File: config.mk
export PLATFORM = sky130hd
export DESIGN_NAME = axi_i2c_bridge
export DESIGN_NICKNAME = d
export VERILOG_FILES = /design/src/verilog/bridge_pkg.sv /design/src/verilog/axi_i2c_bridge.sv /design/src/verilog/axi_req_decode.sv /design/src/verilog/axi_resp_result.sv /design/src/verilog/i2c_cmd_execute.sv
export VERILOG_INCLUDE_DIRS = /design/src /design/src/verilog
export SDC_FILE = /design/constraint.sdc
export NUM_CORES = 1
export LEC_CHECK = 0
export BUFFER_PORTS_ARGS = -buffer_cell sky130_fd_sc_hd__buf_2
export CAP_MARGIN = 20
export CORE_MARGIN = 2
export CORE_UTILIZATION = 46
export CTS_BUF_LIST = sky130_fd_sc_hd__clkbuf_8
export CTS_CLUSTER_DIAMETER = 200
export DETAILED_ROUTE_END_ITERATION = 10
export HOLD_SLACK_MARGIN = 0.02
export PLACE_DENSITY = 0.84
export SYNTH_ARGS = -nofsm -noshare
export SYNTH_HDL_FRONTEND = slang
export SYNTH_SLANG_ARGS = --single-unit
File: constraint.sdc
create_clock -name ACLK -period 3.4 [get_ports ACLK]
set_input_delay 0.34 -clock ACLK [delete_from_list [all_inputs] [get_ports ACLK]]
set_output_delay 0.34 -clock ACLK [all_outputs]
set_load 0.01 [all_outputs]
File: src/verilog/bridge_defs.svh
// Widths and window value are fixed for a 32-bit AXI4-Lite bus; the window is the upper half only
`ifndef BRIDGE_DEFS_SVH
`define BRIDGE_DEFS_SVH

//////////////////////
// AXI4-Lite bus
//////////////////////

// Address and data width of the register bus
`define BRIDGE_ADDR_WIDTH 32
`define BRIDGE_DATA_WIDTH 32

//////////////////////
// I2C command
//////////////////////

// Device byte, register byte, data byte
`define BRIDGE_CMD_WIDTH 24
`define BRIDGE_BYTE_WIDTH 8

// Upper address half that selects the I2C window
`define BRIDGE_WINDOW 16'h1234

// Flops on the done toggle before edge detection
`define BRIDGE_SYNC_STAGES 2

`endif

File: src/verilog/bridge_pkg.sv
// Types only; encodings of axi_resp_e follow the AXI BRESP/RRESP field
package bridge_pkg;

	//////////////////////
	// Bus encodings
	//////////////////////

	// AXI response codes
	typedef enum logic [1:0] {
		OKAY   = 2'b00,
		EXOKAY = 2'b01,
		SLVERR = 2'b10,
		DECERR = 2'b11
	} axi_resp_e;

	// Access direction carried through the pipeline
	typedef enum logic {
		OP_WRITE = 1'b0,
		OP_READ  = 1'b1
	} bridge_op_e;

	//////////////////////
	// Stage FSMs
	//////////////////////

	typedef enum logic [1:0] {DEC_IDLE, DEC_ACCEPT, DEC_BUSY} decode_state_e;

	typedef enum logic [1:0] {EX_IDLE, EX_WAIT, EX_DONE} exec_state_e;

	typedef enum logic [1:0] {RES_IDLE, RES_BVALID, RES_RVALID} result_state_e;

endpackage

File: src/verilog/axi_i2c_bridge.sv
// SYN_RESET must already be synchronous to ACLK; I2C side runs on its own clock behind toggles
`include "bridge_defs.svh"

module axi_i2c_bridge
	import bridge_pkg::*;
(
	input  logic                          ACLK,
	input  logic                          SYN_RESET,
	// AXI4-Lite write
	input  logic                          AWVALID,
	input  logic [`BRIDGE_ADDR_WIDTH-1:0] AWADDR,
	output logic                          AWREADY,
	input  logic                          WVALID,
	input  logic [`BRIDGE_DATA_WIDTH-1:0] WDATA,
	output logic                          WREADY,
	output logic                          BVALID,
	output axi_resp_e                     BRESP,
	input  logic                          BREADY,
	// AXI4-Lite read
	input  logic                          ARVALID,
	input  logic [`BRIDGE_ADDR_WIDTH-1:0] ARADDR,
	output logic                          ARREADY,
	output logic                          RVALID,
	output logic [`BRIDGE_DATA_WIDTH-1:0] RDATA,
	output axi_resp_e                     RRESP,
	input  logic                          RREADY,
	// I2C master side
	output logic [`BRIDGE_CMD_WIDTH-1:0]  i2c_cmd,
	output logic                          i2c_cmd_read,
	output logic                          i2c_cmd_toggle,
	input  logic                          i2c_done_toggle,
	input  logic                          i2c_nack,
	input  logic [`BRIDGE_BYTE_WIDTH-1:0] i2c_rdata
);

	// Decode to execute
	logic                          req_valid;
	bridge_op_e                    req_op;
	logic                          req_hit;
	logic [`BRIDGE_CMD_WIDTH-1:0]  req_cmd;
	// Execute to result
	logic                          res_valid;
	bridge_op_e                    res_op;
	axi_resp_e                     res_resp;
	logic [`BRIDGE_DATA_WIDTH-1:0] res_rdata;
	// Result back to decode
	logic                          done;

	//////////////////////
	// Request stage
	//////////////////////

	axi_req_decode i_decode (
		.ACLK      (ACLK),
		.SYN_RESET (SYN_RESET),
		.AWVALID   (AWVALID),
		.AWADDR    (AWADDR),
		.AWREADY   (AWREADY),
		.WVALID    (WVALID),
		.WDATA     (WDATA),
		.WREADY    (WREADY),
		.ARVALID   (ARVALID),
		.ARADDR    (ARADDR),
		.ARREADY   (ARREADY),
		.req_valid (req_valid),
		.req_op    (req_op),
		.req_hit   (req_hit),
		.req_cmd   (req_cmd),
		.done      (done)
	);

	// Command issue and done toggle crossing
	i2c_cmd_execute i_execute (
		.ACLK            (ACLK),
		.SYN_RESET       (SYN_RESET),
		.req_valid       (req_valid),
		.req_op          (req_op),
		.req_hit         (req_hit),
		.req_cmd         (req_cmd),
		.i2c_cmd         (i2c_cmd),
		.i2c_cmd_read    (i2c_cmd_read),
		.i2c_cmd_toggle  (i2c_cmd_toggle),
		.i2c_done_toggle (i2c_done_toggle),
		.i2c_nack        (i2c_nack),
		.i2c_rdata       (i2c_rdata),
		.res_valid       (res_valid),
		.res_op          (res_op),
		.res_resp        (res_resp),
		.res_rdata       (res_rdata)
	);

	//////////////////////
	// Response stage
	//////////////////////

	axi_resp_result i_result (
		.ACLK      (ACLK),
		.SYN_RESET (SYN_RESET),
		.res_valid (res_valid),
		.res_op    (res_op),
		.res_resp  (res_resp),
		.res_rdata (res_rdata),
		.BVALID    (BVALID),
		.BRESP     (BRESP),
		.BREADY    (BREADY),
		.RVALID    (RVALID),
		.RDATA     (RDATA),
		.RRESP     (RRESP),
		.RREADY    (RREADY),
		.done      (done)
	);

endmodule

File: src/verilog/axi_req_decode.sv
// One request at a time; AW and W must both be valid before a write is taken, writes beat reads
`include "bridge_defs.svh"

module axi_req_decode
	import bridge_pkg::*;
(
	input  logic                          ACLK,
	input  logic                          SYN_RESET,
	// Write address and data channels
	input  logic                          AWVALID,
	input  logic [`BRIDGE_ADDR_WIDTH-1:0] AWADDR,
	output logic                          AWREADY,
	input  logic                          WVALID,
	input  logic [`BRIDGE_DATA_WIDTH-1:0] WDATA,
	output logic                          WREADY,
	// Read address channel
	input  logic                          ARVALID,
	input  logic [`BRIDGE_ADDR_WIDTH-1:0] ARADDR,
	output logic                          ARREADY,
	// Request to the execute stage
	output logic                          req_valid,
	output bridge_op_e                    req_op,
	output logic                          req_hit,
	output logic [`BRIDGE_CMD_WIDTH-1:0]  req_cmd,
	// Response handshake finished
	input  logic                          done
);

	decode_state_e state_q;
	decode_state_e state_d;
	bridge_op_e    op_q;
	logic [`BRIDGE_ADDR_WIDTH-1:0] addr_q;
	logic [`BRIDGE_BYTE_WIDTH-1:0] data_q;
	logic wr_pending;
	logic rd_pending;

	// Full write needs both address and data
	assign wr_pending = AWVALID && WVALID;
	assign rd_pending = ARVALID;

	//////////////////////
	// Request FSM
	//////////////////////

	always_comb
	begin
		state_d = state_q;
		case (state_q)
			DEC_IDLE:
			begin
				if (wr_pending || rd_pending)
					state_d = DEC_ACCEPT;
			end
			// Ready pulse lasts exactly this one cycle
			DEC_ACCEPT:
				state_d = DEC_BUSY;
			// Held here until the B or R handshake
			DEC_BUSY:
			begin
				if (done)
					state_d = DEC_IDLE;
			end
			default:
				state_d = DEC_IDLE;
		endcase
	end

	always_ff @(posedge ACLK or negedge SYN_RESET)
	begin
		if (!SYN_RESET)
		begin
			state_q <= DEC_IDLE;
			op_q    <= OP_WRITE;
		end
		else
		begin
			state_q <= state_d;
			// Direction picked when leaving idle, write first
			if (state_q == DEC_IDLE)
				op_q <= wr_pending ? OP_WRITE : OP_READ;
		end
	end

	// Address and data sampled as the request is seen
	always_ff @(posedge ACLK)
	begin
		if (state_q == DEC_IDLE)
		begin
			if (wr_pending)
			begin
				addr_q <= AWADDR;
				data_q <= WDATA[`BRIDGE_BYTE_WIDTH-1:0];
			end
			else if (rd_pending)
			begin
				addr_q <= ARADDR;
				// Reads carry no data byte
				data_q <= '0;
			end
		end
	end

	//////////////////////
	// Outputs
	//////////////////////

	// Ready strobes follow the registered direction
	assign AWREADY = (state_q == DEC_ACCEPT) && (op_q == OP_WRITE);
	assign WREADY  = (state_q == DEC_ACCEPT) && (op_q == OP_WRITE);
	assign ARREADY = (state_q == DEC_ACCEPT) && (op_q == OP_READ);

	// Request goes out alongside the ready pulse
	assign req_valid = (state_q == DEC_ACCEPT);
	assign req_op    = op_q;

	// Window check on the upper address half
	assign req_hit = (addr_q[`BRIDGE_ADDR_WIDTH-1:`BRIDGE_ADDR_WIDTH/2] == `BRIDGE_WINDOW);

	// Device byte, register byte, data byte
	assign req_cmd = {addr_q[15:8], addr_q[7:0], data_q};

endmodule

File: src/verilog/axi_resp_result.sv
// B or R valid is held with a stable payload until the matching ready; one result at a time
`include "bridge_defs.svh"

module axi_resp_result
	import bridge_pkg::*;
(
	input  logic                          ACLK,
	input  logic                          SYN_RESET,
	// Result from execute
	input  logic                          res_valid,
	input  bridge_op_e                    res_op,
	input  axi_resp_e                     res_resp,
	input  logic [`BRIDGE_DATA_WIDTH-1:0] res_rdata,
	// Write response channel
	output logic                          BVALID,
	output axi_resp_e                     BRESP,
	input  logic                          BREADY,
	// Read data channel
	output logic                          RVALID,
	output logic [`BRIDGE_DATA_WIDTH-1:0] RDATA,
	output axi_resp_e                     RRESP,
	input  logic                          RREADY,
	// Handshake seen, decode may take the next request
	output logic                          done
);

	result_state_e state_q;

	//////////////////////
	// Channel FSM
	//////////////////////

	always_ff @(posedge ACLK or negedge SYN_RESET)
	begin
		if (!SYN_RESET)
			state_q <= RES_IDLE;
		else
		begin
			case (state_q)
				RES_IDLE:
				begin
					// Steer by direction
					if (res_valid)
						state_q <= (res_op == OP_READ) ? RES_RVALID : RES_BVALID;
				end
				RES_BVALID:
				begin
					if (BREADY)
						state_q <= RES_IDLE;
				end
				RES_RVALID:
				begin
					if (RREADY)
						state_q <= RES_IDLE;
				end
				default:
					state_q <= RES_IDLE;
			endcase
		end
	end

	// Payload captured once, kept through back-pressure
	always_ff @(posedge ACLK)
	begin
		if (state_q == RES_IDLE && res_valid)
		begin
			if (res_op == OP_READ)
			begin
				RRESP <= res_resp;
				RDATA <= res_rdata;
			end
			else
				BRESP <= res_resp;
		end
	end

	//////////////////////
	// Outputs
	//////////////////////

	assign BVALID = (state_q == RES_BVALID);
	assign RVALID = (state_q == RES_RVALID);

	// Pulse in the handshake cycle itself
	assign done = (BVALID && BREADY) || (RVALID && RREADY);

endmodule

File: src/verilog/i2c_cmd_execute.sv
// I2C side must hold nack and read byte stable before flipping its done toggle; toggle resets low
`include "bridge_defs.svh"

module i2c_cmd_execute
	import bridge_pkg::*;
(
	input  logic                          ACLK,
	input  logic                          SYN_RESET,
	// Request from decode
	input  logic                          req_valid,
	input  bridge_op_e                    req_op,
	input  logic                          req_hit,
	input  logic [`BRIDGE_CMD_WIDTH-1:0]  req_cmd,
	// Command toward the I2C clock domain
	output logic [`BRIDGE_CMD_WIDTH-1:0]  i2c_cmd,
	output logic                          i2c_cmd_read,
	output logic                          i2c_cmd_toggle,
	// Completion from the I2C clock domain
	input  logic                          i2c_done_toggle,
	input  logic                          i2c_nack,
	input  logic [`BRIDGE_BYTE_WIDTH-1:0] i2c_rdata,
	// Result to the response stage
	output logic                          res_valid,
	output bridge_op_e                    res_op,
	output axi_resp_e                     res_resp,
	output logic [`BRIDGE_DATA_WIDTH-1:0] res_rdata
);

	exec_state_e state_q;
	logic [`BRIDGE_SYNC_STAGES-1:0] done_sync;
	logic done_seen;
	logic done_edge;

	//////////////////////
	// Done toggle CDC
	//////////////////////

	// Synchronizer chain, then one flop for edge detect
	always_ff @(posedge ACLK or negedge SYN_RESET)
	begin
		if (!SYN_RESET)
		begin
			done_sync <= '0;
			done_seen <= 1'b0;
		end
		else
		begin
			done_sync <= {done_sync[`BRIDGE_SYNC_STAGES-2:0], i2c_done_toggle};
			done_seen <= done_sync[`BRIDGE_SYNC_STAGES-1];
		end
	end

	// Any change of the toggle is one finished command
	assign done_edge = done_sync[`BRIDGE_SYNC_STAGES-1] ^ done_seen;

	//////////////////////
	// Command FSM
	//////////////////////

	always_ff @(posedge ACLK or negedge SYN_RESET)
	begin
		if (!SYN_RESET)
		begin
			state_q        <= EX_IDLE;
			i2c_cmd_toggle <= 1'b0;
		end
		else
		begin
			case (state_q)
				EX_IDLE:
				begin
					if (req_valid && req_hit)
					begin
						// New command announced by a toggle flip
						i2c_cmd_toggle <= ~i2c_cmd_toggle;
						state_q        <= EX_WAIT;
					end
					else if (req_valid)
						state_q <= EX_DONE;
				end
				EX_WAIT:
				begin
					if (done_edge)
						state_q <= EX_DONE;
				end
				// res_valid is high for this single cycle
				EX_DONE:
					state_q <= EX_IDLE;
				default:
					state_q <= EX_IDLE;
			endcase
		end
	end

	// Command held stable for the I2C side until the next request
	always_ff @(posedge ACLK)
	begin
		if (state_q == EX_IDLE && req_valid && req_hit)
		begin
			i2c_cmd      <= req_cmd;
			i2c_cmd_read <= (req_op == OP_READ);
		end
	end

	//////////////////////
	// Result forming
	//////////////////////

	always_ff @(posedge ACLK)
	begin
		if (state_q == EX_IDLE && req_valid)
		begin
			res_op <= req_op;
			// Out of window answered here, no I2C traffic
			if (!req_hit)
			begin
				res_resp  <= DECERR;
				res_rdata <= '0;
			end
		end
		else if (state_q == EX_WAIT && done_edge)
		begin
			res_resp <= i2c_nack ? SLVERR : OKAY;
			// Read data is zero, device, register, read byte
			if (res_op == OP_READ)
				res_rdata <= {{(`BRIDGE_DATA_WIDTH-`BRIDGE_CMD_WIDTH){1'b0}},
					i2c_cmd[`BRIDGE_CMD_WIDTH-1:`BRIDGE_BYTE_WIDTH], i2c_rdata};
			else
				res_rdata <= '0;
		end
	end

	assign res_valid = (state_q == EX_DONE);

endmodule
==> results_dict.tcl <==
set metrics [dict create \
    synth-seq-cells 131 \
    dieArea_um2 11300 \
    antenna_cells 0 \
    die_x_um 106 \
    regArea_um2 3880 \
    grt-busiest-layer "met2" \
    cp.required_ps 3480 \
    fin_cells 568 \
    max_cap_viol_count 0 \
    power.share.sequential 0.559 \
    antenna_found_initial 0 \
    p_comb_frac 0.144 \
    gp_congestion 0.718 \
    netlist_instances 255 \
    holdCritPathClass "input port to flop" \
    clock_latency_ps 420 \
    internal_power_mw 3.08 \
    synthArstFlopShare 0.0840 \
    die_height_um 106 \
    synth_top_family_by_area "simple AND/OR/NAND/NOR gates" \
    clock_power_share 0.297 \
    worstMarginPinSlew_ps 543 \
    via_per_inst 4.52 \
    p_leak_nw 2.46 \
    synthFlopType "edfxtp_1" \
    drcViolationCount 0 \
    postSynthAreaPerCell_um2 18.9 \
    synth_compound_area_frac 0.0111 \
    synthMuxAreaShare 0.0746 \
    max_stage_delay_ps 560 \
    hpwl_um 5650 \
    power.switching_mw 1.03 \
    synth_edf_count 120 \
    cts_sinks 131 \
    first_pass_iters 4 \
    rsz0062_at_grt "false" \
    htreeDepth 4 \
    r2r-start "i_decode.addr_q[17]" \
    placementRows 37 \
    peakVddDrop_mv 0.243 \
    synthSimpleGateAreaFrac 0.0808 \
    core_area_um2 10300 \
    ys_warn_count 0 \
    ant_nets 0 \
    multi_input_area_um2 895 \
    syn_area_um2 4830 \
    skew_ps 7.84 \
    grtUsageTotal 0.147 \
    worstSetupEndpointType "flop" \
    crit_start "i_decode.addr_q[17]" \
    cts-resized-gates 0 \
    synth_seq_area_share 0.803 \
    synth_adder_area_share 0 \
    layout-drive-gt1-share 0.516 \
    met1_usage 0.183 \
    status "finished clean" \
    timing.fmax_ghz 0.460 \
    initial_utilization 0.470 \
    clk_pin_slew_ps 70 \
    power_density_nw_per_um2 667 \
    hold_viol 0 \
    crit_path_start_kind "flop" \
    cp_max_fo 27 \
    synth_cell_types 34 \
    nFillCells 816 \
    cts_tree "built" \
    cpMaxStageDelayCell "or4_4" \
    tns_ps 0 \
    nNetsFinal 532 \
    finalCriticalPeriod_ps 2180 \
    wl_per_cell_um 13.8 \
    grt_max_degree 38 \
    post-place-cells 532 \
    power_mw 4.11 \
    io_pins 180 \
    clock_path_buffers 2 \
    switching_share 0.251 \
    crit_chain "or4_4 > nor4_4 > and2_4" \
    grtUsageMet2 0.234 \
    io_buffers 147 \
    wirelength_um 7850 \
    num_vias 2567 \
    grt_pass1_wl_um 12200 \
    fin_crit_sh 0.640 \
    synth-xor-area-share 0.00518 \
    cts_buffers 17 \
    grt_pass1_vias 2525 \
    slew_violations 0 \
    cts_root_buffer "clkbuf_8" \
    grt_use_met3 0.0441 \
    path_class "flop to flop" \
    arrival_ps 2260 \
    slew_headroom 0.638 \
    areaGrowthSynthToFinish_pct 27.4 \
    drtIter0Drc 78 \
    overflow 0 \
    worstHoldStart "i2c_nack" \
    setup_violations 0 \
]
area by class of cell:
class                           instances  share of cell area
Clock inverter                         15              0.0230
Sequential cell                       131               0.630
Inverter                                6             0.00366
Timing Repair Buffer                  154               0.132
Multi-Input combinational cell        109               0.145
Clock buffer                           17              0.0380
Tap cell                              136              0.0276
stage by stage:
| stage | util | setup slack [ps] | hold slack (ps) | cell area (um^2) |
|---|---|---|---|---|
| 3_5_place_dp | 0.557 | 1190 | 226 | 5720 |
| 2_1_floorplan | - | 119 | 44.4 | 4860 |
| 3_3_place_gp | 0.557 | 1220 | 214 | 5720 |
| 6_report | 0.599 | 1220 | 192 | 6150 |
| 5_1_grt | 0.599 | 1150 | 167 | 6150 |
| 4_1_cts | 0.595 | 1190 | 167 | 6120 |
state kept, by name (all words and copies together), names as in the netlist, 2 cells and up:
register,flops
i_result.RRESP,2
i_result.BRESP,2
i_result.state_q,2
i_result.RDATA,24
i_execute.res_rdata,24
i_execute.i2c_cmd,24
i_decode.state_q,2
i_execute.state_q,2
i_execute.done_sync,2
i_decode.data_q,8
i_execute.res_resp,2
i_decode.addr_q,32
final timing paths:
kind | endpoint | slack, ps | cells past startpoint
setup reg to reg | i_execute.i2c_cmd[2] | 1220 | 3
hold / removal | i_execute.res_resp[1] | 190 | 2
setup / recovery | i_execute.i2c_cmd[2] | 1220 | 3
max in group asynchronous | i_execute.done_sync[0] | 2870 | 2
min in group asynchronous | i_decode.state_q[1] | 320 | 2
hold reg to reg | i_execute.done_sync[1] | 360 | 0
cell families (layout without fill, tap and decap cells):
group / Yosys count / in the layout
DFF: 131 / 131
other: 1 / 8
muxes: 32 / 32
AOI/OAI and AO/OA: 8 / 8
xor gates and xnor gates: 2 / 2
buffers and inverters: 22 / 192
and+or+nand+nor: 59 / 59
metal layers:
metal	vias up	share of wire	routed length, um
li1	1270	-	-
met4	0	0.016	125
met1	1155	0.42	3290
met5	-	0	0
met2	132	0.49	3830
met3	10	0.077	601
power by group through the flow:
stage / logic, mW / clock network, mW / registers [mW]
2_1_floorplan: 0.333 / 0 / 2.34
3_5_place_dp: 0.563 / 0 / 2.34
3_3_place_gp: 0.540 / 0 / 2.32
5_1_grt: 0.663 / 1.32 / 2.33
4_1_cts: 0.570 / 1.25 / 2.30
6_report: 0.590 / 1.22 / 2.30
synth_stat cells, drive strengths merged (3+ instances only):
master,instances,share of area
nand2,4,0.0031
mux2,32,0.075
clkbuf,4,0.0031
and2,25,0.033
buf,12,0.017
and3,8,0.010
dfrtp,11,0.057
nor2,4,0.0031
edfxtp,120,0.75
inv,6,0.0047
nor2b,3,0.0039
nor3,4,0.0065
timing repair:
item / CTS / global route
buffers inserted: 0 / 0
hold buffers: 2 / 0
endpoints found under the hold margin: 12 / 0
cells in the final DEF, fill, tap and decap left out, types with 2 or more instances in the layout:
master / Yosys / layout
buf_2: 2 / 147
edfxtp_1: 120 / 120
mux2_2: 32 / 32
and2_1: 24 / 24
clkbuf_8: 0 / 17
dfrtp_1: 11 / 11
and3_1: 8 / 8
conb_1: 1 / 8
inv_1: 6 / 6
clkinv_2: 0 / 5
nand2_1: 4 / 4
nor2_1: 4 / 4
buf_4: 9 / 4
nor2b_1: 3 / 3
clkinvlp_4: 0 / 3
nor3_4: 1 / 2
a21oi_1: 2 / 2
nor3_1: 3 / 2
or4b_1: 2 / 2
o21ai_0: 2 / 2
clkinv_1: 0 / 2
clkinv_4: 0 / 2
bufinv_16: 0 / 2
dlygate4sd3_1: 0 / 2
worst max-delay path: cells and delay by family (launching register included):
kind | cells | cell delay, ps
DFF | 1 | 370
and+or+nand+nor | 3 | 1470
(Power assumes the default switching activity.)
